[src/source/tri_raster_defines.svh]
////////////////////////////////////////////////////////////////////////////
// triangle rasterizer build constants
// screen size, pixel buffer depth and field widths
////////////////////////////////////////////////////////////////////////////

`ifndef TRI_RASTER_DEFINES_SVH
`define TRI_RASTER_DEFINES_SVH

// screen size in pixels
`define FB_WIDTH 16
`define FB_HEIGHT 16
`define FB_SIZE (`FB_WIDTH * `FB_HEIGHT)

// pixel FIFO entries, also the rasterizer's starting credit count
`define PIX_FIFO_DEPTH 4

`define COORD_W 12
`define ADDR_W 32
`define COLOR_W 16
`define OPCODE_W 8

`endif

[src/source/gfx_pixel_pkg.sv]
////////////////////////////////////////////////////////////////////////////
// pixel side types
// VRAM word addresses, pixel values and the pixel write record
////////////////////////////////////////////////////////////////////////////

`include "tri_raster_defines.svh"

package gfx_pixel_pkg;

    typedef logic [`ADDR_W-1:0] vram_addr_t;

    typedef logic [`COLOR_W-1:0] color_t;

    // one pending VRAM write
    typedef struct packed {
        vram_addr_t addr;
        color_t     color;
    } pixel_write_t;

endpackage

[src/source/gfx_cmd_pkg.sv]
////////////////////////////////////////////////////////////////////////////
// command side types
// opcodes, vertices and the job handed to the rasterizer
////////////////////////////////////////////////////////////////////////////

`include "tri_raster_defines.svh"

package gfx_cmd_pkg;

    import gfx_pixel_pkg::*;

    typedef logic signed [`COORD_W-1:0] coord_t;

    // opcode sits in bits 31:24 of a command word
    typedef enum logic [`OPCODE_W-1:0] {
        OP_SET_X0    = 8'h00,
        OP_SET_Y0    = 8'h01,
        OP_SET_X1    = 8'h02,
        OP_SET_Y1    = 8'h03,
        OP_SET_X2    = 8'h04,
        OP_SET_Y2    = 8'h05,
        OP_SET_COLOR = 8'h06,
        OP_CLEAR     = 8'h07,
        OP_DRAW      = 8'h08,
        OP_SWAP      = 8'h09
    } opcode_t;

    typedef struct packed {
        coord_t x;
        coord_t y;
    } vertex_t;

    typedef enum logic {
        JOB_CLEAR,
        JOB_TRIANGLE
    } raster_kind_t;

    typedef struct packed {
        raster_kind_t  kind;
        vertex_t [2:0] v;
        color_t        color;
        vram_addr_t    base;
    } raster_job_t;

endpackage

[src/source/cmd_decoder.sv]
////////////////////////////////////////////////////////////////////////////
// command decoder
// holds vertex and color state, launches raster jobs and
// exchanges the front and back framebuffers
////////////////////////////////////////////////////////////////////////////

`timescale 1ns/1ps

`include "tri_raster_defines.svh"

module cmd_decoder
    import gfx_cmd_pkg::*, gfx_pixel_pkg::*;
(
    input  logic        clk,
    input  logic        reset_i,
    input  logic        cmd_valid_i,
    input  logic [31:0] cmd_data_i,
    output logic        cmd_ready_o,
    input  logic        vsync_i,
    output logic        swap_o,
    output vram_addr_t  front_addr_o,
    output logic        job_start_o,
    output raster_job_t job_o,
    input  logic        job_done_i
);

    typedef enum logic [1:0] {
        ST_IDLE,
        ST_RASTER,
        ST_SWAP
    } dec_state_t;

    dec_state_t    state;
    vertex_t [2:0] vtx;
    color_t        fill_color;
    vram_addr_t    back_addr;
    opcode_t       op;
    coord_t        cmd_coord;
    color_t        cmd_color;
    logic          cmd_accept;
    logic          do_swap;

    assign op         = opcode_t'(cmd_data_i[31:24]);
    assign cmd_coord  = coord_t'(cmd_data_i[11:0]);
    assign cmd_color  = color_t'(cmd_data_i[15:0]);
    assign cmd_ready_o = (state == ST_IDLE);
    assign cmd_accept = cmd_valid_i && cmd_ready_o;

    // bit 0 of a swap asks to wait for vsync
    assign do_swap = (cmd_accept && op == OP_SWAP && !cmd_data_i[0]) ||
                     (state == ST_SWAP && !swap_o && vsync_i);

    always_ff @(posedge clk) begin
        job_start_o <= 1'b0;
        swap_o      <= 1'b0;

        case (state)
            ST_IDLE: begin
                if (cmd_accept) begin
                    case (op)
                        OP_SET_X0:    vtx[0].x <= cmd_coord;
                        OP_SET_Y0:    vtx[0].y <= cmd_coord;
                        OP_SET_X1:    vtx[1].x <= cmd_coord;
                        OP_SET_Y1:    vtx[1].y <= cmd_coord;
                        OP_SET_X2:    vtx[2].x <= cmd_coord;
                        OP_SET_Y2:    vtx[2].y <= cmd_coord;
                        OP_SET_COLOR: fill_color <= cmd_color;
                        OP_CLEAR, OP_DRAW: begin
                            job_o.kind  <= (op == OP_CLEAR) ? JOB_CLEAR : JOB_TRIANGLE;
                            job_o.v     <= vtx;
                            job_o.color <= (op == OP_CLEAR) ? cmd_color : fill_color;
                            job_o.base  <= back_addr;
                            job_start_o <= 1'b1;
                            state       <= ST_RASTER;
                        end
                        OP_SWAP:      state <= ST_SWAP;
                        default:      ;
                    endcase
                end
            end

            ST_RASTER: begin
                // done is still high while the start pulse is in flight
                if (job_done_i && !job_start_o) begin
                    state <= ST_IDLE;
                end
            end

            ST_SWAP: begin
                if (swap_o) begin
                    state <= ST_IDLE;
                end
            end

            default: state <= ST_IDLE;
        endcase

        if (do_swap) begin
            swap_o       <= 1'b1;
            front_addr_o <= back_addr;
            back_addr    <= front_addr_o;
        end

        if (reset_i) begin
            state        <= ST_IDLE;
            job_start_o  <= 1'b0;
            swap_o       <= 1'b0;
            front_addr_o <= '0;
            back_addr    <= vram_addr_t'(`FB_SIZE);
        end
    end

endmodule

[config.mk]
export PLATFORM = sky130hd
export DESIGN_NAME = cmd_decoder
export DESIGN_NICKNAME = d
export VERILOG_FILES = /design/src/source/gfx_pixel_pkg.sv /design/src/source/gfx_cmd_pkg.sv /design/src/source/cmd_decoder.sv
export VERILOG_INCLUDE_DIRS = /design/src /design/src/source
export SDC_FILE = /design/constraint.sdc
export NUM_CORES = 1
export LEC_CHECK = 0
export BUFFER_PORTS_ARGS = -buffer_cell sky130_fd_sc_hd__buf_2
export CAP_MARGIN = 20
export CORE_MARGIN = 5
export CORE_UTILIZATION = 54
export DETAILED_ROUTE_END_ITERATION = 8
export PLACE_DENSITY = 0.81
export SYNTH_ARGS = -nofsm -noshare
export SYNTH_HDL_FRONTEND = slang
export SYNTH_SLANG_ARGS = --single-unit
[constraint.sdc]
create_clock -name clk -period 4.7 [get_ports clk]
set_input_delay 0.47 -clock clk [delete_from_list [all_inputs] [get_ports clk]]
set_output_delay 0.47 -clock clk [all_outputs]
set_load 0.05 [all_outputs]
== After elaboration in Yosys (flattened, before gate mapping) ==
Index checks and enable logic that the tools add are counted.

* Input bits: 37
* Flip-flop bits (word level): 277

* Bitwise logic cells: 2
* Equal/unequal tests: 15
* Reduce and logical (&&, ||, !) cells: 23
* Multiplexer cells: 9

{| class="wikitable"
|+ Operators with widths
! kind !! count
|-
| $eq 8x3->1 const B || 4
|-
| $reduce_and 3->1 || 8
|-
| $eq 8x2->1 const B || 2
|-
| $eq 8x4->1 const B || 2
|-
| $mux 16 || 1
|-
| $eq 8x1->1 const B || 1
|-
| $logic_not 8->1 || 1
|-
| $logic_and 1x1->1 || 6
|-
| $mux 2 || 3
|-
| $pmux 2 s3 || 1
|-
| $ne 2x2->1 const B || 2
|-
| $pmux 2 s2 || 1
|-
| $reduce_and 4->1 || 1
|-
| $logic_not 1->1 || 3
|-
| $mux 1 || 3
|-
| $ne 3x1->1 const B || 1
|-
| $reduce_or 3->1 || 1
|-
| $eq 2x1->1 const B || 1
|-
| $eq 2x2->1 const B || 1
|-
| $logic_not 2->1 || 1
|-
| $ne 2x1->1 const B || 1
|-
| $not 1->1 || 2
|-
| $reduce_or 2->1 || 1
|-
| $logic_or 1x1->1 || 1
|}

== Depth between registers and ports, before layout ==
* Depth in word-level cells: 6
* Mapped depth: 7
* Gate-level depth less buffers: 4

== Worst setup path after synthesis ==
No wires, ideal clock.

* Kind: register -> register
* From: register state[1]
* To: register job_o[0] in the netlist's numbering, enable pin
* Period minus slack after synthesis: 4737 ps
* Data required time: 4205 ps
* Data arrival time: 4241 ps
* Slack: -37 ps
* Cell stages (with the launch flop): 5
* Cell sequence: dfxtp_1 -> nor2_1 -> and3_1 -> buf_4 -> and2_1

* Word-level cells in the longest chain between the ends: 3

{| class="wikitable"
|+ RTL lines
! item !! RTL line !! text
|-
| start: declaration || cmd_decoder.sv:33 || <nowiki>dec_state_t state;</nowiki>
|-
| start signal: assignment || cmd_decoder.sv:74 || <nowiki>state <= ST_RASTER;</nowiki>
|-
| start signal: assignment || cmd_decoder.sv:76 || <nowiki>OP_SWAP: state <= ST_SWAP;</nowiki>
|-
| start signal: assignment || cmd_decoder.sv:85 || <nowiki>state <= ST_IDLE;</nowiki>
|-
| $logic_not 2->1 (*) || cmd_decoder.sv:46 || <nowiki>assign cmd_ready_o = (state == ST_IDLE);</nowiki>
|-
| named net cmd_ready_o || cmd_decoder.sv:18 || <nowiki>output logic cmd_ready_o,</nowiki>
|-
| $logic_and 1x1->1 || cmd_decoder.sv:47 || <nowiki>assign cmd_accept = cmd_valid_i && cmd_ready_o;</nowiki>
|-
| $reduce_and 3->1 (no source line) (*) || n/a ||
|-
| end: declaration || cmd_decoder.sv:23 || <nowiki>output raster_job_t job_o,</nowiki>
|}

Mark *: on every way through the listed nets, which the timed path passes. The rest lies on a longest branch.
A chain may end at the register's enable or synchronous reset.

== Final worst setup path ==
* From: register state[0]
* To: register job_o[92] in the netlist's numbering, enable pin

* Word-level cells in the longest chain between the ends: 3

{| class="wikitable"
|+ RTL lines
! item !! RTL line
|-
| $logic_not 2->1 (*) || cmd_decoder.sv:46, cmd_decoder.sv:57
|-
| $logic_and 1x1->1 || cmd_decoder.sv:47
|-
| $reduce_and 3->1 (no source line) (*) || n/a
|}

Every way passes the cells marked *; elsewhere a longest branch is shown, timed or not.

==> metrics.txt <==
Final Max Tran Viols 0; antenna fix cells 0; commonest non-fill, non-tap cells in the layout 209 x edfxtp_1, 184 x buf_2, 68 x dfxtp_1; VDD IR max 0.3387 mV; post-cts sizing count 0; CP Launch Type register; area delta synth->final 20.53%; Distinct cells, synth 33; Period Utilization, post-route about half; Worst-path clk slew 0.06 ns; Net Sw Frac 19.10%; Max Freq 415.4 MHz; first-pass GRT wire length 28.45 mm; # DRC 0; clock sinks 277; critical path class register to register; sequential-to-total area share from yosys stat slightly above 80%; Async S/R FF share, synth 0%; Worst slew margin approximately 29%; status completed; register bit total from synthesis 277; slowest stage delay, CP 0.82 ns; Ys Warns 0; Mapped Cells 480; I/O pins 193; Cell Chain, Critical Path nor2_1 > and3_1 > and2_4 > buf_12; mean post-synth cell area just under 20 sq um; register share of total power approximately 57%; Layout Utilization 65.58%; Top Metal Used met5; nature of the critical path endpoint register; CTS tree built; worst-margin pin slew 1.072 ns; Worst Hold Path Cells 1; Fillers 1187; endpoints failing hold 0; maxcap violations 0; H-Tree Depth 1; drt initial violations 185; RSZ-0062 raised after global routing false; Internal 3.684 mW; Hold Path Class primary input to register; drt wl/cell 19.90 um; initial antenna violation count 3; CORE AREA between 15000 and 20000 sq um; Die Y approximately 140 um; Pre-antenna DRT Iters 4; vias per std cell 5.132; Critical-path top delay cell and2_4; Critical Path Fanout Max a little under 70; Syn Std Cell Area 9280 sq um; Setup Buffers After CTS 0; Reg area 7637 sq um; Initial Util 54.41%; delay-heaviest family, CP simple AND/OR/NAND/NOR gates; fin crit period 2.407 ns; number of synthesized flops with an enable pin 209; Worst Path Required 4.89 ns; synthesized net count ~520; Multi-input gate area 1489 sq um; total CTS buffers 26; WP data arrival approximately 2.6 ns; Final setup viols 0; static leakage 4.370 nW; WL met3 1.671 mm; WHS 0.1487 ns; number of cells on the critical path 4; met2 wire len 9.047 mm; row cnt 48; layout cell share with drive strength beyond 1 about 35%; Post-synth top flop edfxtp_1; IO Port Bufs 184; CTS Hold Bufs 0; switching power of the nets slightly below 900 uW; nets@finish about 720; Die ar. 19910 sq um; maximum number of pins on one net before global-route repair 71; PD cells 407.1 nW/um^2; CTS root buffer clkbuf_16; Final ANT Viol Nets 0; DRT Wirelength ~18 mm; Bufs and invs on worst path 1; grt total ovfl 0; global-route total usage across every layer a little under a fifth; Post-DP HPWL about 12 mm; Die Wd around 140 um; Comb pwr share approximately 1.3%; Clock power frac a little over 40%; Clk Latency, worst-skew pair slightly above 0.5 ns; CTS max path bufs 3; commonest non-fill, non-tap cell in the layout edfxtp_1; clk_skew 0.005086 ns; RD Place Congestion 0.7031; R2R depth 4; vias 4752; vias in the first global route slightly below 5000; M1 WL 7.358 mm; post-route setup TNS 0 ns
-- metal layers --
metal  track usage [%]  vias to the layer above
met5                 0                        -
met4             3.927                        6
met3             5.902                       34
met2             30.70                      192
met1             24.05                     2338
li1                  -                     2182
-- flip-flops by register name, summed over array words and instances (netlist names) --
signal and cells:
job_start_o 1, state 2, swap_o 1, back_addr 32
vtx 72, fill_color 16, job_o 121, front_addr_o 32
-- Yosys cell counts (3+ instances only) --
cell type  instances  area share, %
edfxtp_1         209             68
mux2_1             7           0.85
mux2_2             9            1.1
clkbuf_1           7           0.28
mux2i_1           64            6.9
nand2_1            4           0.16
buf_12             3           0.65
buf_6              5           0.61
dfxtp_1           68             15
nor2_1            11           0.44
nand2b_1          67            4.5
-- cells by family (layout without fill, tap and decap cells) --
kind of cell	Yosys count	after routing	synth area share, %
AND/OR/NAND/NOR	96	96	6.458
AO/OA/AOI/OAI	7	7	0.5663
multiplexers	80	80	8.845
flip-flops	277	277	82.30
buffers and inverters	20	241	1.834
-- area by class of cell --
type / instances / share of cell area [%]
Clock buffer: 32 / 6.208
Clock inverter: 15 / 0.7383
Inverter: 2 / 0.06711
Multi-Input combinational cell: 183 / 13.31
Sequential cell: 277 / 68.28
Tap cell: 225 / 2.517
Timing Repair Buffer: 192 / 8.881
-- power groups by stage --
stage / registers [mW] / logic (mW) / clock network (mW)
CTS: 2.61 / 0.0598 / 1.92
finish: 2.61 / 0.0595 / 1.88
global placement: 2.66 / 0.0553 / 0
detailed placement: 2.66 / 0.0595 / 0
global route: 2.61 / 0.0643 / 2.05
floorplan: 2.67 / 0.0232 / 0
-- worst paths after layout --
path	start	end	slack (ns)
max	state[0]	job_o[92]	2.29
min reg2reg	vtx[0]	job_o[48]	0.41
max reg2reg	state[0]	job_o[92]	2.29
min	cmd_data_i[12]	fill_color[12]	0.15
-- worst register-to-register path, stage by stage (launching register included) --
cell	delay [ns]
dfxtp_1	0.33
nor2_1	0.21
and3_1	0.33
and2_4	0.82
buf_12	0.37
-- per-stage QoR --
stage	setup WS, ns	power, mW	instances	area (sq um)
after global routing	2.135	4.725	926	11190
after floorplan	1.319	2.694	480	9281
after detailed placement	1.777	2.724	879	10410
after global placement	1.900	2.720	879	10410
final	2.293	4.553	926	11190
after CTS	2.192	4.593	926	11190
Power figures use the tool's default switching activity.
