===== src/source/tri_raster_defines.svh =====
////////////////////////////////////////////////////////////////////////////
// triangle rasterizer build constants
// screen size, pixel buffer depth and field widths
////////////////////////////////////////////////////////////////////////////

`ifndef TRI_RASTER_DEFINES_SVH
`define TRI_RASTER_DEFINES_SVH

// screen size in pixels
`define FB_WIDTH 16
`define FB_HEIGHT 16
`define FB_SIZE (`FB_WIDTH * `FB_HEIGHT)

// pixel FIFO entries, also the rasterizer's starting credit count
`define PIX_FIFO_DEPTH 4

`define COORD_W 12
`define ADDR_W 32
`define COLOR_W 16
`define OPCODE_W 8

`endif


===== src/source/gfx_pixel_pkg.sv =====
////////////////////////////////////////////////////////////////////////////
// pixel side types
// VRAM word addresses, pixel values and the pixel write record
////////////////////////////////////////////////////////////////////////////

`include "tri_raster_defines.svh"

package gfx_pixel_pkg;

    typedef logic [`ADDR_W-1:0] vram_addr_t;

    typedef logic [`COLOR_W-1:0] color_t;

    // one pending VRAM write
    typedef struct packed {
        vram_addr_t addr;
        color_t     color;
    } pixel_write_t;

endpackage


===== src/source/pixel_fifo.sv =====
////////////////////////////////////////////////////////////////////////////
// pixel write FIFO
// circular buffer between the rasterizer and the VRAM writer
////////////////////////////////////////////////////////////////////////////

`timescale 1ns/1ps

`include "tri_raster_defines.svh"

module pixel_fifo
    import gfx_pixel_pkg::*;
(
    input  logic         clk,
    input  logic         reset_i,
    input  logic         push_i,
    input  pixel_write_t data_i,
    input  logic         pop_i,
    output logic         not_empty_o,
    output pixel_write_t data_o
);

    localparam int DEPTH = `PIX_FIFO_DEPTH;
    localparam int PTR_W = $clog2(DEPTH);

    pixel_write_t     mem [DEPTH];
    logic [PTR_W-1:0] wr_ptr;
    logic [PTR_W-1:0] rd_ptr;
    logic [PTR_W:0]   count;

    function automatic logic [PTR_W-1:0] next_ptr(logic [PTR_W-1:0] p);
        next_ptr = (p == PTR_W'(DEPTH - 1)) ? '0 : p + 1'b1;
    endfunction

    assign not_empty_o = (count != '0);
    assign data_o      = mem[rd_ptr];

    always_ff @(posedge clk) begin
        if (push_i) begin
            mem[wr_ptr] <= data_i;
        end
    end

    always_ff @(posedge clk) begin
        if (push_i) begin
            wr_ptr <= next_ptr(wr_ptr);
        end
        if (pop_i) begin
            rd_ptr <= next_ptr(rd_ptr);
        end

        case ({push_i, pop_i})
            2'b10:   count <= count + 1'b1;
            2'b01:   count <= count - 1'b1;
            default: ;
        endcase

        if (reset_i) begin
            wr_ptr <= '0;
            rd_ptr <= '0;
            count  <= '0;
        end
    end

endmodule


===== config.mk =====
export PLATFORM = sky130hd
export DESIGN_NAME = pixel_fifo
export DESIGN_NICKNAME = d
export VERILOG_FILES = /design/src/source/gfx_pixel_pkg.sv /design/src/source/pixel_fifo.sv
export VERILOG_INCLUDE_DIRS = /design/src /design/src/source
export SDC_FILE = /design/constraint.sdc
export NUM_CORES = 1
export LEC_CHECK = 0
export BUFFER_PORTS_ARGS = -buffer_cell sky130_fd_sc_hd__buf_2
export CAP_MARGIN = 25
export CORE_UTILIZATION = 61
export DETAILED_ROUTE_END_ITERATION = 8
export PLACE_DENSITY = 0.87
export SLEW_MARGIN = 20
export SYNTH_ARGS = -nofsm -noshare
export SYNTH_HDL_FRONTEND = slang
export SYNTH_SLANG_ARGS = --single-unit
export TNS_END_PERCENT = 10

===== constraint.sdc =====
create_clock -name clk -period 3.75 [get_ports clk]
set_input_delay 0.75 -clock clk [delete_from_list [all_inputs] [get_ports clk]]
set_output_delay 0.75 -clock clk [all_outputs]
set_load 0.03 [all_outputs]

# Word level (Yosys, flattened, before mapping)
# Memories as Yosys holds them, arrays and structs flattened. A register that Yosys moved wholly into a read port is not among the register bits.
# Cells that the tools add are included.
# word_totals
wordCells	21
output_inout_bits	49
mem_count	1
ramBits	192
register_bits	7
input_bits	52
# memory_table
memory	words	width	read_ports	rd_ports_with_merged_regs	write_ports	line	source
mem	4	48	1	1	1	pixel_fifo.sv:25	pixel_write_t mem [DEPTH];
# op_classes
n_eq_ne	4
muxes	7
n_reduce_logical	2
n_addsub	4
# ops
cell	n
2-bit two-way mux	4
2-bit equality test, second input constant	3
3-bit one-hot mux with 2 select lines	1
2-bit by 1-bit adder with 2-bit output, second input constant	2
3-bit by 1-bit adder with 3-bit output, second input constant	1
3-bit nonzero test	1
3-bit by 1-bit subtractor with 3-bit output, second input constant	1
2-bit by 1-bit equality test with 1-bit output, second input constant	1
1-bit two-way mux	2
2-bit nonzero test	1

# Depth between registers and ports, before layout
# Gate-level depths: netlist (run 1).
# logic_depth
ltp_word	4
ltp_mapped	6
depth_no_buf	6

# Worst setup path after synthesis (run 1)
# No wires, ideal clock.
# synth_path
kind	input to register
start	input push_i
end	memory mem[0][0] in the netlist's numbering, enable pin
stages	1
arrival_ns	1.900
setup_time_ns	0.410
slack_ns	1.440
t_required_ns	3.340
n_path_buf	0
path_cell_list	and2_1
# synth_between
elab_chain_cells	2
# synth_lines
item	line	source
start, declared	pixel_fifo.sv:15	input logic push_i,
1-bit two-way mux	pixel_fifo.sv:38	if (push_i) begin
1-bit two-way mux (not written as such)	pixel_fifo.sv:39	mem[wr_ptr] <= data_i;
end, declared	pixel_fifo.sv:25	
# Every way passes these cells.

==> results of run 1 <==
synthesized netlist by cell type:
cell | n | area (um2)
o21ai_0 | 1 | 5.00
ha_1 | 6 | 75.1
buf_6 | 3 | 33.8
buf_4 | 2 | 15.0
edfxtp_1 | 192 | 5770
mux2i_1 | 3 | 30.0
fa_1 | 1 | 20.0
and2_1 | 4 | 25.0
nor3b_1 | 2 | 15.0
dfxtp_1 | 9 | 180
clkbuf_1 | 2 | 7.51
xor2_1 | 1 | 8.76
a21oi_1 | 3 | 15.0
buf_2 | 3 | 15.0
xnor2_1 | 1 | 8.76
or3_1 | 2 | 12.5
nor2_1 | 6 | 22.5
mux4_2 | 48 | 1080
inv_1 | 4 | 15.0
metrics by stage:
step	cells	power, mW
after floorplan	293	2.98
after global placement	536	3.12
after detailed placement	536	3.14
after CTS	569	4.93
after global routing	569	5.05
final	570	4.88
cell families (layout without fill, tap and decap cells):
logic type	count (synthesis)	in the layout	synth area share (%)
AOI/OAI and AO/OA	4	4	0.272
xor gates and xnor gates	2	2	0.238
adders and majority gates	7	7	1.29
buffers and inverters	14	147	1.17
DFF	201	201	80.9
muxes	51	51	15.1
other	0	1	0
and+or+nand+nor	14	14	1.02
state kept, by name, indices dropped and copies added, names as in the netlist, named ones only:
register,count
rd_ptr,2
wr_ptr,2
count,3
mem,192
cell type report:
class / count / share of cell area, %
sequential: 201 / 68.9
multi-input combinational: 78 / 15.3
timing repair buffer: 110 / 6.67
clock buffer: 30 / 6.33
tap: 143 / 2.07
clock inverter: 3 / 0.449
inverter: 4 / 0.174
antenna: 1 / 0.0290
final timing paths:
path,slack [ps],cells past startpoint,to
setup / recovery,710,3,data_o[36]
hold / removal,500,1,mem[2][11]
hold reg to reg,500,2,count[2]
setup reg to reg,1770,3,mem[3][21]
metal layers:
| metal | wire [um] | vias up | share of wire [%] | track usage [%] |
|---|---|---|---|---|
| met5 | 0 | - | 0 | 0 |
| met4 | 241 | 0 | 1.9 | 5.05 |
| met3 | 943 | 25 | 7.6 | 4.79 |
| met2 | 6200 | 107 | 50 | 34.7 |
| met1 | 5030 | 1691 | 41 | 29.2 |
| li1 | - | 1480 | - | - |
power by group:
part           leakage [nW]  total [mW]  switching, mW  internal [mW]
Combinational         0.843       0.492          0.306          0.186
Clock                 0.285        1.80          0.731           1.06
Sequential             1.84        2.60         0.0378           2.56
==> results.ini, run 1 <==
[power]
power_density_nw_per_um2 = 566
power.leakage_nw = 2.97
vdd_drop_max_v = 0.000452

[run_status]
outcome = finished with violations
violations = design-rule violations

[yosys]
synth_cells = 293
yosysSeqAreaShare_pct = 80.9
synth_area_um2 = 7350
avgSynthCellArea_um2 = 25.1
synthDistinctLibCells = 19
syn_nets = 352
ys_warn_count = 0
ys_ff_latch = 201

[timing]
relSlewSlack_pct = 55.5
skew_ps = 2.94
slew_viol_final = 0
worstMarginPinSlew_ps = 668
finalSetupViolCount = 0
max_freq_mhz = 329
fin_crit_sh_pct = 81.0
hold_viol = 0
post-route-min-period_ps = 3040
whs_ps = 498
rsz0062_at_grt = no
timing.setup.tns_ps = 0
finalWorstSetupSlack_ps = 713

[worst_setup_path]
worst-path-buf-inv = 2
r2r_start = wr_ptr[0]
cp_top_family = flip-flops
path_cells = buf_4 -> mux4_2 -> buf_2
cp_slowest_cell = dfxtp_4
critPathMaxFanout = 26
cp-end-kind = output pin
cp.required_ps = 3000
worstSetupPathType = flip-flop to output pin
startpoint_type = flip-flop
critPathMaxStageDelay_ps = 670
critPathArrivalTime_ps = 2290

[die]
die-width_um = 112
io_pins = 101
dieArea_um2 = 12500
initial_core_util_pct = 63.6
core_area_um2 = 11600
die_h_um = 112
core.rowCount = 39

[clocking]
htree_levels = 1
cts_setup_buffers = 0
cts_resized = 0
clkSinkCount = 201
root_buffer = clkbuf_16
cts_tree = built
clockBufferDepth = 3
clkLatencyLatePin_ps = 460
cts_buffers = 19
clk_pin_slew_worst_paths_ps = 60
hold_buffers = 0

[detailed_routing]
vias = 3303
dr.pass1.iters = 7
drt-vias-per-instance = 5.79
wl_per_cell_um = 21.8
drt_iter0_markers = 246
antenna_left = 0
drcViolationCount = 20
routed_wl_um = 12400

[global_route]
grtUsageTotal_pct = 21.0
antenna_found_initial = 0
grt_pass1_vias = 3566
grt_pass1_wl_um = 19600
grt.overflow.total = 0
grt_max_degree = 49

[placement]
place.gp.congestion = 0.698
io_buffers = 100
dpl_cell_area_um2 = 8040
dpl.hpwl_um = 7770
dp_slack_ps = 1120

[cells_and_area]
layout_common_cells = 192 x edfxtp_1, 100 x buf_2, 48 x mux4_2, 19 x clkbuf_16, 10 x buf_4
multi_input_area_um2 = 1320
nNetsFinal = 473
syn_to_final_growth_pct = 17.4
seqCellArea_um2 = 5950
fin_util_pct = 74.6
final_common_cell = edfxtp_1
drive_above_1_share_pct = 44.1
fin_area_um2 = 8630
fillers = 648

[run]
drv_cap = 0

[min_path]
hold_start = data_i[11]
hold_path_class = input pin to flip-flop

Power figures use the tool's default switching activity.
==> run 2, diff against run 1 <==
CORE_UTILIZATION = 57   (was 61)
PLACE_DENSITY = 0.82   (was 0.87)
clock period = 3 ns   (was 3.75 ns; I/O delays follow)
==> results.ini, run 2 (synthesis gave the netlist of run 1 again) <==
[die]
die_h_um = 116  ; was 112 um
io_pins = 101  ; unchanged
core_area_um2 = 12600  ; was 11600 um2
die-width_um = 116  ; was 112 um
dieArea_um2 = 13400  ; was 12500 um2
initial_core_util_pct = 58.2  ; was 63.6%
core.rowCount = 41  ; was 39

[timing]
fin_crit_sh_pct = 89.7
skew_ps = 8.81  ; was 2.94 ps
relSlewSlack_pct = 58.4  ; was 55.5%
worstMarginPinSlew_ps = 624  ; was 668 ps
finalSetupViolCount = 0  ; unchanged
post-route-min-period_ps = 2690
rsz0062_at_grt = no  ; unchanged
slew_viol_final = 0  ; unchanged
max_freq_mhz = 372
hold_viol = 0  ; unchanged
timing.setup.tns_ps = 0  ; unchanged

[detailed_routing]
drt-vias-per-instance = 5.70  ; was 5.79
vias = 3439  ; was 3303
dr.pass1.iters = 4  ; was 7
wl_per_cell_um = 20.8  ; was 21.8 um
drcViolationCount = 0  ; was 20
antenna_left = 0  ; unchanged
routed_wl_um = 12500  ; was 12400 um
drt_iter0_markers = 198  ; was 246

[global_route]
grt.overflow.total = 0  ; unchanged
antenna_found_initial = 3  ; was 0
grt_pass1_wl_um = 18900  ; was 19600 um
grtUsageTotal_pct = 19.3  ; was 21.0%
grt_max_degree = 40  ; was 49
grt_pass1_vias = 3498  ; was 3566

[cells_and_area]
fin_area_um2 = 8820  ; was 8630 um2
layout_common_cells = 192 x edfxtp_1, 100 x buf_2, 48 x mux4_2, 21 x clkbuf_16, 7 x dfxtp_1  ; was 192 x edfxtp_1, 100 x buf_2, 48 x mux4_2, 19 x clkbuf_16, 10 x buf_4
fin_util_pct = 69.9  ; was 74.6%
final_common_cell = edfxtp_1  ; unchanged
nNetsFinal = 474  ; was 473
largest_reg_flops = 192  ; unchanged
drive_above_1_share_pct = 44.8  ; was 44.1%
stdcell_count = 603  ; was 570
syn_to_final_growth_pct = 20.0  ; was 17.4%
reg_top3 = mem (192), count (3)  ; unchanged
largest-register = mem  ; unchanged

[placement]
dpl_cell_area_um2 = 8140  ; was 8040 um2
dp.cells = 565  ; was 536
place.gp.congestion = 0.684  ; was 0.698
io_buffers = 100  ; unchanged
dpl.hpwl_um = 7630  ; was 7770 um

[clocking]
clockBufferDepth = 3  ; unchanged
cts_tree = built  ; unchanged
clkSinkCount = 201  ; unchanged
cts_resized = 0  ; unchanged
cts_buffers = 20  ; was 19
clk_pin_slew_worst_paths_ps = 60  ; about the same
clkLatencyLatePin_ps = 470  ; was 460 ps
cts_setup_buffers = 0  ; unchanged
hold_buffers = 0  ; unchanged
htree_levels = 1  ; unchanged
root_buffer = clkbuf_16  ; unchanged

[worst_setup_path]
cp.required_ps = 2400  ; was 3000 ps
critPathMaxFanout = 19  ; was 26
worstSetupPathType = flip-flop to output pin  ; unchanged
cp-end-kind = output pin  ; unchanged
critPathArrivalTime_ps = 2090  ; was 2290 ps
startpoint_type = flip-flop  ; unchanged

[power]
vdd_drop_max_v = 0.000630  ; was 0.000452 V
p_total_mw = 6.39  ; was 4.88 mW
power.leakage_nw = 3.03  ; was 2.97 nW
power_density_nw_per_um2 = 724  ; was 566 nW/um2

[run]
drv_cap = 0  ; unchanged

[min_path]
hold_path_class = input pin to flip-flop  ; unchanged

[run_status]
outcome = finished, final reports clean  ; was finished with violations

[run 2: changes by cell type in the layout (fill, tap and decap cells not counted)]
cell       previous run  this run
clkinv_1              1         4
buf_12                0         5
clkbuf_16            19        21
clkbuf_1              8         4
clkbuf_8              3         0
diode_2               1         2
clkinv_2              1         2
bufinv_16             1         3
inv_6                 0         2
buf_4                10         5
[run 2: critical path: stages (launching register included)]
cell	delay (ps)
dfxtp_4	600
buf_4	300
mux4_2	530
buf_2	190
[run 2: metal layers]
layer  vias up  part of all wire, %  global-route usage [%]
met2       130                   49                    31.6
li1       1489                    -                       -
met3        20                  6.9                    4.65
met1      1798                   42                    26.6
met5         -                 0.10                       0
met4         2                  1.9                    4.76
[run 2: power breakdown]
group	internal [mW]	switching (mW)
Clock	1.54	0.968
Sequential	3.20	0.0462
Combinational	0.244	0.393
Total	4.98	1.41
[run 2: area by class of cell]
type / instances / area, um2
Antenna cell: 2 / 5.00
Clock buffer: 25 / 541
Clock inverter: 11 / 133
Fill cell: 791 / 3800
Inverter: 4 / 15.0
Multi-Input combinational cell: 78 / 1320
Sequential cell: 201 / 5950
Tap cell: 172 / 215
Timing Repair Buffer: 110 / 638
[run 2: metrics by stage]
stage               setup WS [ps]  hold WS, ps
global route                  169          327
CTS                           246          328
global placement              760          461
detailed placement            755          513
finish                        309          337
floorplan                     840          447
[run 2: final timing paths]
path         startpoint  slack, ps         end  cells past startpoint
max           flip-flop        310  data_o[13]                      3
min          data_i[12]        340  mem[0][12]                      1
max reg2reg   wr_ptr[0]       1070  mem[3][27]                      3
min reg2reg    count[2]        520    count[2]                      2
