$ cat src/source/tri_raster_defines.svh
////////////////////////////////////////////////////////////////////////////
// triangle rasterizer build constants
// screen size, pixel buffer depth and field widths
////////////////////////////////////////////////////////////////////////////

`ifndef TRI_RASTER_DEFINES_SVH
`define TRI_RASTER_DEFINES_SVH

// screen size in pixels
`define FB_WIDTH 16
`define FB_HEIGHT 16
`define FB_SIZE (`FB_WIDTH * `FB_HEIGHT)

// pixel FIFO entries, also the rasterizer's starting credit count
`define PIX_FIFO_DEPTH 4

`define COORD_W 12
`define ADDR_W 32
`define COLOR_W 16
`define OPCODE_W 8

`endif

$ cat src/source/gfx_pixel_pkg.sv
////////////////////////////////////////////////////////////////////////////
// pixel side types
// VRAM word addresses, pixel values and the pixel write record
////////////////////////////////////////////////////////////////////////////

`include "tri_raster_defines.svh"

package gfx_pixel_pkg;

    typedef logic [`ADDR_W-1:0] vram_addr_t;

    typedef logic [`COLOR_W-1:0] color_t;

    // one pending VRAM write
    typedef struct packed {
        vram_addr_t addr;
        color_t     color;
    } pixel_write_t;

endpackage

$ cat src/source/vram_writer.sv
////////////////////////////////////////////////////////////////////////////
// VRAM writer
// pops pixel writes, runs the select/ack cycle, returns one credit each
////////////////////////////////////////////////////////////////////////////

`timescale 1ns/1ps

module vram_writer
    import gfx_pixel_pkg::*;
(
    input  logic         clk,
    input  logic         reset_i,
    input  logic         not_empty_i,
    input  pixel_write_t data_i,
    output logic         pop_o,
    output logic         credit_o,
    output logic         vram_sel_o,
    output logic         vram_wr_o,
    output vram_addr_t   vram_addr_o,
    output color_t       vram_data_o,
    input  logic         vram_ack_i
);

    typedef enum logic {
        WR_IDLE,
        WR_ACCESS
    } wr_state_t;

    wr_state_t    state;
    pixel_write_t cur;

    assign pop_o = (state == WR_IDLE) && not_empty_i;

    // write-only port, strobes track the access state
    assign vram_sel_o  = (state == WR_ACCESS);
    assign vram_wr_o   = (state == WR_ACCESS);
    assign vram_addr_o = cur.addr;
    assign vram_data_o = cur.color;

    always_ff @(posedge clk) begin
        credit_o <= 1'b0;

        case (state)
            WR_IDLE: begin
                if (pop_o) begin
                    cur   <= data_i;
                    state <= WR_ACCESS;
                end
            end

            WR_ACCESS: begin
                if (vram_ack_i) begin
                    credit_o <= 1'b1;
                    state    <= WR_IDLE;
                end
            end

            default: state <= WR_IDLE;
        endcase

        if (reset_i) begin
            state    <= WR_IDLE;
            credit_o <= 1'b0;
        end
    end

endmodule

$ cat config.mk
export PLATFORM = sky130hd
export DESIGN_NAME = vram_writer
export DESIGN_NICKNAME = d
export VERILOG_FILES = /design/src/source/gfx_pixel_pkg.sv /design/src/source/vram_writer.sv
export VERILOG_INCLUDE_DIRS = /design/src /design/src/source
export SDC_FILE = /design/constraint.sdc
export NUM_CORES = 1
export LEC_CHECK = 0
export ABC_CLOCK_PERIOD_IN_PS = 5100
export BUFFER_PORTS_ARGS = -buffer_cell sky130_fd_sc_hd__buf_2
export CAP_MARGIN = 20
export CORE_AREA = 3 3 64 66
export CTS_CLUSTER_SIZE = 40
export DETAILED_ROUTE_END_ITERATION = 10
export DIE_AREA = 0 0 67 69
export MAX_ROUTING_LAYER = met4
export PLACE_DENSITY = 0.77
export SKIP_CTS_REPAIR_TIMING = 1
export SLEW_MARGIN = 25
export SYNTH_ARGS = -nofsm -noshare
export SYNTH_HDL_FRONTEND = slang
export SYNTH_SLANG_ARGS = --single-unit
$ cat constraint.sdc
create_clock -name clk -period 5.1 [get_ports clk]
set_clock_uncertainty 0.05 [all_clocks]
set_input_delay 0.51 -clock clk [delete_from_list [all_inputs] [get_ports clk]]
set_output_delay 0.51 -clock clk [all_outputs]
set_load 0.005 [all_outputs]
# ---- Word level (Yosys, flattened, before mapping)
# Index checks and enable logic that the tools add are counted.
dict set report classes {
  shift 0
  n_mux 4
  reduce_logical 3
  n_lt_le_gt_ge 0
  add_sub_neg 0
  mul 0
  bitwise_logic 1
  n_div 0
  n_eq_ne 0
}
# op n
set op_table {}
lappend op_table {{1-bit 2-to-1 mux} 3}
lappend op_table {{1-bit case mux with 2 select lines} 1}
lappend op_table {{2-bit AND reduction} 1}
lappend op_table {{2-bit OR reduction} 1}
lappend op_table {{1-bit logical AND} 1}
lappend op_table {{1-bit NOT} 1}
dict set report totals {
  out_inout_bits 52
  input_bits 52
  rom_bits 0
  elab_cells 12
  ff_bits 50
  ram_bits 0
  latchBits 0
  memories 0
}

# ---- Longest topological paths before layout
# Gate-level depths: netlist (run 1).
dict set report depth {
  depth_word 4
  depth_mapped 2
  depth_no_buf 2
}

# ---- Worst setup path before layout (run 1)
# OpenSTA, ideal clock, no wires.
dict set report synth_timing {
  path_kind {in2out}
  startpoint {input port not_empty_i}
  endpoint {output port pop_o}
  path_buffers 0
  arrival_ns 2.735
  cell_stages 1
  path_slack_ns 1.805
  path_cell_list {nor2b_1}
}
dict set report synth_between {
  elab_chain_len 1
}
# item line
set synth_rtl {}
lappend synth_rtl {{from (decl)} vram_writer.sv:13} ;# input logic not_empty_i,
lappend synth_rtl {{1-bit logical AND} vram_writer.sv:32} ;# assign pop_o = (state == WR_IDLE) && not_empty_i;
lappend synth_rtl {{to (decl)} vram_writer.sv:15} ;# output logic pop_o,
# Every way passes these cells.

# ---- Worst setup path in the final report (run 1)
dict set report layout_timing {
  startpoint {register state (netlist: vram_sel_o)}
  endpoint {output port pop_o}
}
dict set report layout_between {
  elab_chain_len 2
}
# item line
set layout_rtl {}
lappend layout_rtl {{from (decl)} vram_writer.sv:29} ;# wr_state_t state;
lappend layout_rtl {{from (signal assigned)} vram_writer.sv:47} ;# state <= WR_ACCESS;
lappend layout_rtl {{from (signal assigned)} vram_writer.sv:54} ;# state <= WR_IDLE;
lappend layout_rtl {{from (signal assigned)} vram_writer.sv:58} ;# default: state <= WR_IDLE;
lappend layout_rtl {{1-bit NOT (no source line)} -}
lappend layout_rtl {{1-bit logical AND} vram_writer.sv:32}
# Every way passes these cells.

==> results of run 1 <==
==> flip-flops by register name (all words and copies together), names as in the netlist <==
register     count
credit_o         1
vram_data_o     16
vram_addr_o     32
vram_sel_o       1
==> path summary, 6_finish.rpt <==
check,endpoint,slack (ns),start,cells after the start
max reg2reg,vram_addr_o[25],3.29,vram_sel_o,2
max,pop_o,2.93,vram_sel_o,2
min,vram_addr_o[13],0.33,data_i[29],1
min reg2reg,credit_o,0.48,vram_sel_o,2
==> power breakdown <==
part | total, W | switching, W | internal (W)
Sequential | 0.000485 | 0.00000611 | 0.000479
Clock | 0.000265 | 0.000118 | 0.000146
Combinational | 0.0000595 | 0.0000285 | 0.0000310
Total | 0.000810 | 0.000153 | 0.000656
==> cell usage in the layout, fill, tap and decap left out, drive strengths merged <==
master,synthesis,routed
bufinv,0,1
clkbuf,0,6
clkinvlp,0,1
buf,1,104
dfxtp,2,2
o21ba,1,1
nor2,1,1
nand2,1,1
edfxtp,48,48
nor2b,2,2
==> metrics by stage <==
stage               power [W]  hold slack, ns  area [sq um]  worst slack, ns  instances
CTS                 0.0008209          0.3188          2212            2.895        215
detailed placement  0.0005560          0.4624          2102            2.980        207
global route        0.0008424          0.3166          2212            2.804        215
finish              0.0008095          0.3339          2212            2.927        215
global placement    0.0005529          0.4484          2102            3.015        207
floorplan           0.0005105          0.4157          1519            1.805         56
==> worst max-delay path, stage by stage, from the launching register on <==
cell	delay (ns)
dfxtp_1	0.37
nor2b_4	0.70
buf_2	0.24
==> kinds of logic (layout without fill, tap and decap cells) <==
| group | after synthesis | after routing | share of synthesized area [%] |
|---|---|---|---|
| DFF | 50 | 50 | 97.53 |
| and+or+nand+nor | 4 | 4 | 1.317 |
| AOI/OAI and AO/OA | 1 | 1 | 0.6590 |
| buffers and inverters | 1 | 112 | 0.4944 |
==> per-layer routing <==
metal,GRT usage [%],routed length [microns]
met1,13.50,1041
met2,21.94,1555
met3,7.003,393
met4,8.108,61
met5,-,0
==> cell type report <==
class	count	area (sq um)
clock inverter	2	37.54
sequential	50	1481
fill	303	1421
clock buffer	6	72.57
tap	48	60.06
multi-input combinational	5	37.54
timing repair buffer	104	523.0
==> flow_summary.json, run 1 <==
{
  "status": "completed",
  "cp-end-kind": "primary output",
  "maxCapViolCount": 0,
  "htree_levels": 2,
  "final_nets": 218,
  "tightest_slew_ns": 0.8611,
  "antenna_found_initial": 0,
  "post-dp-hpwl_microns": 2367,
  "cts_tree": "yes",
  "maxSlewViolCount": 0,
  "grt_overflow": 0,
  "setup_tns_ns": 0,
  "synth.avg_cell_area_sq_um": 27.12,
  "cts_buffers": 5,
  "max_freq_mhz": 460.3,
  "clk_pin_slew_ns": 0.09,
  "fp.coreArea_sq_um": 3633,
  "ys.warnings.count": 0,
  "synth_seq_cells": 50,
  "ir_drop_v": 0.0002519,
  "clock_path_buffers": 2,
  "hp-class": "primary input to flop",
  "fin_crit_ns": 2.173,
  "rows": 22,
  "wire_per_inst_microns": 14.19,
  "synth_top_area_share_pct": 94.89,
  "drc": 0,
  "grt_pass1_wl_microns": 4381,
  "die_width_microns": 67,
  "async_reset_ff_share_pct": 0,
  "grt_usage_pct": 13.97,
  "yosysSeqAreaShare_pct": 97.53,
  "synth_most_common_cell": "edfxtp_1",
  "crit_type": "flop to primary output",
  "synth_common_cells": "48 x edfxtp_1, 2 x dfxtp_1, 2 x nor2b_1",
  "drive_gt1_share_pct": 67.66,
  "start_kind": "flop",
  "worst_skew_pair.late_latency_ns": 0.29,
  "ant_nets": 0,
  "cellPowerDensity_nw_per_um2": 366.0,
  "initial_utilization_pct": 41.80,
  "synth_edf_count": 48,
  "yosys-top-cells-area": "edfxtp_1 95%, dfxtp_1 2.6%, nor2b_1 0.82%",
  "syn_inst": 56,
  "synth-main-ff-cell": "edfxtp_1",
  "synth_fp_nets": 108,
  "finish.utilization_pct": 60.88,
  "grt_setup_unrepaired": "no",
  "cts-root-buf": "clkbuf_8",
  "globalplace.congestion": 0.6472,
  "diodes": 0,
  "p_leak_nw": 0.9591,
  "relSlewSlack_pct": 42.47,
  "critPathRequiredTime_ns": 4.54,
  "yosys.area.top_type": "edfxtp_1",
  "drt_iter0_markers": 19,
  "grt_pass1_vias": 953,
  "die_y_microns": 69,
  "hold_viol": 0,
  "wirelength_microns": 3051,
  "finalSetupViolCount": 0,
  "drt_first_pass_iters": 3,
  "vias_per_cell": 4.302,
  "numPortBuffers": 103,
  "min_period_over_period_pct": 42.60,
  "ys_types": 7,
  "synth.cell_area_sq_um": 1519,
  "cp_max_fo": 33,
  "die_area_sq_um": 4623,
  "grt_max_degree": 34,
  "worstPathArrival_ns": 1.61,
  "area_delta_synth_final_pct": 45.63,
  "io_pins": 104,
  "numClockSinks": 50,
  "vias": 925
}
Note: power is estimated with default switching activity, not from simulation.
==> run 2: changes to the inputs <==
--- a/config.mk
+++ b/config.mk
@@ -6,15 +6,16 @@
 export SDC_FILE = /design/constraint.sdc
 export NUM_CORES = 1
 export LEC_CHECK = 0
-export ABC_CLOCK_PERIOD_IN_PS = 5100
+export ABC_AREA = 1
+export ABC_CLOCK_PERIOD_IN_PS = 2100
 export BUFFER_PORTS_ARGS = -buffer_cell sky130_fd_sc_hd__buf_2
 export CAP_MARGIN = 20
-export CORE_AREA = 3 3 64 66
+export CORE_AREA = 3 3 66 68
 export CTS_CLUSTER_SIZE = 40
 export DETAILED_ROUTE_END_ITERATION = 10
-export DIE_AREA = 0 0 67 69
+export DIE_AREA = 0 0 69 71
 export MAX_ROUTING_LAYER = met4
-export PLACE_DENSITY = 0.77
+export PLACE_DENSITY = 0.73
 export SKIP_CTS_REPAIR_TIMING = 1
 export SLEW_MARGIN = 25
 export SYNTH_ARGS = -nofsm -noshare
==> constraint.sdc (replaced) <==
create_clock -name clk -period 2.1 [get_ports clk]
set_clock_uncertainty 0.05 [all_clocks]
set_input_delay 0.21 -clock clk [delete_from_list [all_inputs] [get_ports clk]]
set_output_delay 0.21 -clock clk [all_outputs]
set_load 0.005 [all_outputs]
==> run 2 against run 1 <==
Cell count grew 2.3%. Sequential cell count is the same. Largest cell class unchanged. First-iteration DRC count grew 5.3%. Combinational power grew to 2.6 times the previous value. Synthesized cell count grew 5.4%. Highest routed layer unchanged. Register-to-register slack lost 2.3 ns. Critical path type unchanged.
==> flow_summary.json, run 2 <==
{
  "status": "completed",
  "path_cells": "nor2_4 -> buf_12 -> buf_2",
  "grt_pass1_vias": 1033,
  "setup_tns_ns": 0,
  "clock_path_buffers": 2,
  "clk_pin_slew_ns": 0.09,
  "critical-path-top-delay-family": "buffers and inverters",
  "synth_common_cells": "48 x edfxtp_1, 3 x nor2_1, 2 x dfxtp_1, 2 x inv_1, 2 x nand2_1",
  "synth_seq_cells": 50,
  "final_nets": 221,
  "start_kind": "flop",
  "area_delta_synth_final_pct": 46.55,
  "yosys.area.top_type": "edfxtp_1",
  "htree_levels": 2,
  "max_freq_mhz": 668.1,
  "cts_tree": "yes",
  "grt_overflow": 0,
  "path_buf_inv": 2,
  "maxSlewViolCount": 0,
  "cts_buffers": 5,
  "relSlewSlack_pct": 83.73,
  "fin_cells": 220,
  "ant_nets": 0,
  "initial_utilization_pct": 38.87,
  "p_sw_w": 0.0003834,
  "drive_gt1_share_pct": 66.47,
  "synth-main-ff-cell": "edfxtp_1",
  "ys_types": 7,
  "numClockSinks": 50,
  "synth.cell_area_sq_um": 1521,
  "async_reset_ff_share_pct": 0,
  "tightest_slew_ns": 0.2441,
  "diodes": 0,
  "most-common-layout-cells": "103 x buf_2, 48 x edfxtp_1, 5 x clkbuf_8",
  "numPortBuffers": 103,
  "largest_reg_flops": 32,
  "grt_pass1_wl_microns": 4685,
  "dp_cells": 212,
  "ir_drop_v": 0.0005901,
  "die_width_microns": 69,
  "antenna_found_initial": 0,
  "ys.warnings.count": 0,
  "yosysSeqAreaShare_pct": 97.37,
  "final_common_cell": "buf_2",
  "wirelength_microns": 3176,
  "hold_depth": 2,
  "hold_slack_ns": 0.02454,
  "pwr-share-seq_pct": 59.5,
  "drc": 0,
  "min_period_over_period_pct": 71.28,
  "synth_most_common_cell": "edfxtp_1",
  "fp.coreArea_sq_um": 3914,
  "globalplace.congestion": 0.6737,
  "vias_per_cell": 4.264,
  "worst_skew_pair.late_latency_ns": 0.29,
  "io_pins": 104,
  "grt_usage_pct": 13.42,
  "p_int_w": 0.001596,
  "crit_type": "flop to primary output",
  "fin_crit_ns": 1.497,
  "cellPowerDensity_nw_per_um2": 887.9,
  "swShare_pct": 19.37,
  "cts-root-buf": "clkbuf_8",
  "p_leak_nw": 0.9696,
  "die_y_microns": 71,
  "critPathRequiredTime_ns": 1.84,
  "synth_edf_count": 48,
  "rows": 23,
  "synth.avg_cell_area_sq_um": 25.79,
  "vias": 938,
  "wire_per_inst_microns": 14.44,
  "worstPathArrival_ns": 1.24,
  "grt_max_degree": 50,
  "rr_worst_depth": 2,
  "grt_setup_unrepaired": "no",
  "synth_fp_nets": 111,
  "path_depth": 3,
  "hp-class": "primary input to flop",
  "comb_power_share_pct": 7.7,
  "pwr-share-clk_pct": 32.8,
  "cp_max_fo": 49,
  "synth_top_area_share_pct": 94.74,
  "drt_first_pass_iters": 4,
  "syn_inst": 59,
  "maxCapViolCount": 0,
  "finalSetupViolCount": 0,
  "cp-end-kind": "primary output",
  "yosys-top-cells-area": "edfxtp_1 95%, dfxtp_1 2.6%, nor2_1 0.74%",
  "die_area_sq_um": 4899,
  "drt_iter0_markers": 20,
  "cp_slowest_cell": "dfxtp_1",
  "critPathMaxStageDelay_ns": 0.37,
  "hold_viol": 0
}
[run 2: cell types whose count changed in the layout (fill, tap and decap cells not counted)]
cell,delta
nor2b_1,-1
inv_1,+2
nor2_2,+1
buf_12,+1
buf_4,-1
nor2_4,+1
nor2_1,+1
nor2b_4,-1
nand2_1,+1
o21ba_2,-1
[run 2: logic make-up after synthesis]
logic type	synth area share, %
DFF	97.37
and+or+nand+nor	1.645
buffers and inverters	0.9872
[run 2: metrics by stage]
stage	instance area (sq um)	util [%]	worst slack [ns]	power, W
after detailed placement	2120	54.16	0.9233	0.001357
after floorplan	1529	-	0.5195	0.001239
after CTS	2230	56.97	0.5837	0.002006
after global routing	2230	56.97	0.5248	0.002063
final	2230	56.97	0.6032	0.001980
after global placement	2120	54.16	0.9585	0.001346
[run 2: path summary, 6_finish.rpt]
kind,from,to,slack [ns]
hold / removal,reset_i,credit_o,0.02
hold reg to reg,vram_sel_o,credit_o,0.51
setup reg to reg,vram_sel_o,vram_addr_o[20],0.95
setup / recovery,vram_sel_o,pop_o,0.60
[run 2: routing by layer]
layer	vias up	share of wire [%]	GRT usage, %
met5	-	0	-
met4	0	0.85	5.857
met3	2	14	7.670
met2	70	51	21.61
met1	423	35	13.24
li1	443	-	-
[run 2: power by group through the flow]
stage               Combinational (W)  Clock, W  Sequential, W
global placement             0.000148         0        0.00120
detailed placement           0.000155         0        0.00120
global route                 0.000167  0.000711        0.00118
floorplan                   0.0000270         0        0.00121
finish                       0.000152  0.000650        0.00118
CTS                          0.000155  0.000671        0.00118
[run 2: final cells by class]
cell class | count | area [sq um]
sequential | 50 | 1481
multi-input combinational | 6 | 32.53
clock buffer | 6 | 72.57
tap | 50 | 62.56
timing repair buffer | 104 | 535.5
fill | 344 | 1684
inverter | 2 | 7.507
clock inverter | 2 | 37.54
==> run 3: changes to the inputs <==
--- a/config.mk
+++ b/config.mk
@@ -6,8 +6,8 @@
 export SDC_FILE = /design/constraint.sdc
 export NUM_CORES = 1
 export LEC_CHECK = 0
-export ABC_AREA = 1
-export ABC_CLOCK_PERIOD_IN_PS = 2100
+export ABC_AREA = 0
+export ABC_CLOCK_PERIOD_IN_PS = 1400
 export BUFFER_PORTS_ARGS = -buffer_cell sky130_fd_sc_hd__buf_2
 export CAP_MARGIN = 20
 export CORE_AREA = 3 3 66 68
==> constraint.sdc (replaced) <==
create_clock -name clk -period 1.4 [get_ports clk]
set_clock_uncertainty 0.05 [all_clocks]
set_input_delay 0.14 -clock clk [delete_from_list [all_inputs] [get_ports clk]]
set_output_delay 0.14 -clock clk [all_outputs]
set_load 0.005 [all_outputs]
==> run 3 against run 2 <==
Sequential power rose by 50%. Critical endpoint unchanged. Final area rose by 25%. Die area stayed put. Largest power group unchanged. Setup slack worse by 0.53 ns. Combinational power grew to 2.5 times the previous value. Largest cell class unchanged.
==> flow_summary.json, run 3 (synthesis gave the netlist of run 1 again) <==
{
  "status": "completed",
  "cts-root-buf": "clkbuf_8",
  "area_delta_synth_final_pct": 83.77,
  "crit_type": "flop to primary output",
  "hold_slack_ns": 0.02804,
  "fin_ws_ns": 0.07086,
  "wire_per_inst_microns": 17.54,
  "p_leak_nw": 1.207,
  "hp-class": "primary input to flop",
  "use_met1_pct": 14.42,
  "diodes": 0,
  "worstPathArrival_ns": 1.14,
  "die_y_microns": 71,
  "dp_cells": 210,
  "final_nets": 272,
  "finalSetupViolCount": 0,
  "cts_tree": "yes",
  "clk_pin_slew_ns": 0.09,
  "drt_first_pass_iters": 4,
  "post-dp-hpwl_microns": 2546,
  "initial_utilization_pct": 38.81,
  "io_pins": 104,
  "drive_gt1_share_pct": 53.85,
  "critPathMaxStageDelay_ns": 0.36,
  "maxCapViolCount": 0,
  "ant_nets": 0,
  "grt_pass1_wl_microns": 4795,
  "antenna_found_initial": 0,
  "nFillCells": 256,
  "ir_drop_v": 0.0008954,
  "clock_path_buffers": 2,
  "drt_iter0_markers": 37,
  "cp_max_fo": 11,
  "grt_use_met2_pct": 21.82,
  "pre_cts_slack_ns": 0.3031,
  "htree_levels": 2,
  "most-common-layout-cells": "103 x buf_2, 49 x dlygate4sd3_1, 48 x edfxtp_1",
  "vias_per_cell": 4.369,
  "drc": 0,
  "grt_pass1_vias": 1013,
  "numPortBuffers": 103,
  "power.total_w": 0.003157,
  "cp-end-kind": "primary output",
  "numClockSinks": 50,
  "hold_viol": 0,
  "grt_max_degree": 43,
  "die_width_microns": 69,
  "cellPowerDensity_nw_per_um2": 1131,
  "die_area_sq_um": 4899,
  "path_cells": "nor2b_4 -> buf_12 -> buf_2",
  "rows": 23,
  "final_common_cell": "buf_2",
  "fin_cells": 271,
  "globalplace.congestion": 0.6636,
  "cp_slowest_cell": "dfxtp_2",
  "fin_crit_ns": 1.329,
  "top_usage_layer": "met2",
  "fp.coreArea_sq_um": 3914,
  "grt_overflow": 0,
  "largest_reg_flops": 32,
  "cts_buffers": 5,
  "critPathRequiredTime_ns": 1.21,
  "min_period_over_period_pct": 94.94,
  "max_freq_mhz": 752.4,
  "start_kind": "flop",
  "wirelength_microns": 4754,
  "tightest_slew_ns": 0.1703,
  "vias": 1184,
  "relSlewSlack_pct": 88.62,
  "maxSlewViolCount": 0,
  "worst_skew_pair.late_latency_ns": 0.30,
  "grt_usage_pct": 13.62,
  "grt_setup_unrepaired": "no",
  "met3_usage_pct": 6.534
}
run 3: cell count changes in the layout (fill, tap and decap cells not counted), sizes merged:
cell | previous run | this run
dlygate4sd3 | 0 | 49
buf | 104 | 107
nor2 | 4 | 1
clkbuf | 6 | 8
inv | 2 | 0
nor2b | 0 | 2
nand2 | 2 | 1
o21ba | 0 | 1
run 3: worst paths after layout:
check,to,startpoint,depth (start not counted),slack [ns]
hold / removal,credit_o,vram_ack_i,3,0.03
hold reg to reg,credit_o,vram_sel_o,2,0.46
setup / recovery,pop_o,vram_sel_o,3,0.07
setup reg to reg,vram_addr_o[29],vram_sel_o,3,0.18
run 3: critical path, delay by kind of cell, from the launching register on:
kind	cells	cell delay, ns
flip-flops	1	0.36
AND/OR/NAND/NOR	1	0.19
buffers and inverters	2	0.28
run 3: stage by stage:
step | instance area [sq um] | util, % | setup TNS (ns)
global placement | 2126 | 54.32 | 0
detailed placement | 2126 | 54.32 | 0
global route | 2791 | 71.32 | 0
floorplan | 1528 | - | -7.849
CTS | 2236 | 57.13 | -0.002383
finish | 2791 | 71.32 | 0
run 3: power by group:
group	internal, W	switching, W
Sequential	0.00175	0.0000281
Clock	0.000533	0.000469
Combinational	0.000235	0.000146
Total	0.00251	0.000643
run 3: final cells by class:
| type | instances | area (sq um) | share of cell area [%] |
|---|---|---|---|
| Clock inverter | 2 | 37.54 | 1.345 |
| Timing Repair Buffer | 158 | 1099 | 39.35 |
| Sequential cell | 50 | 1483 | 53.12 |
| Multi-Input combinational cell | 5 | 37.54 | 1.345 |
| Clock buffer | 6 | 72.57 | 2.600 |
| Tap cell | 50 | 62.56 | 2.241 |
run 3: per-layer routing:
| layer | wire length (microns) | vias up | part of all wire [%] |
|---|---|---|---|
| met5 | 0 | - | 0 |
| met4 | 70 | 0 | 1.5 |
| met3 | 465 | 7 | 9.8 |
| met2 | 2420 | 74 | 51 |
| met1 | 1797 | 558 | 38 |
| li1 | - | 545 | - |
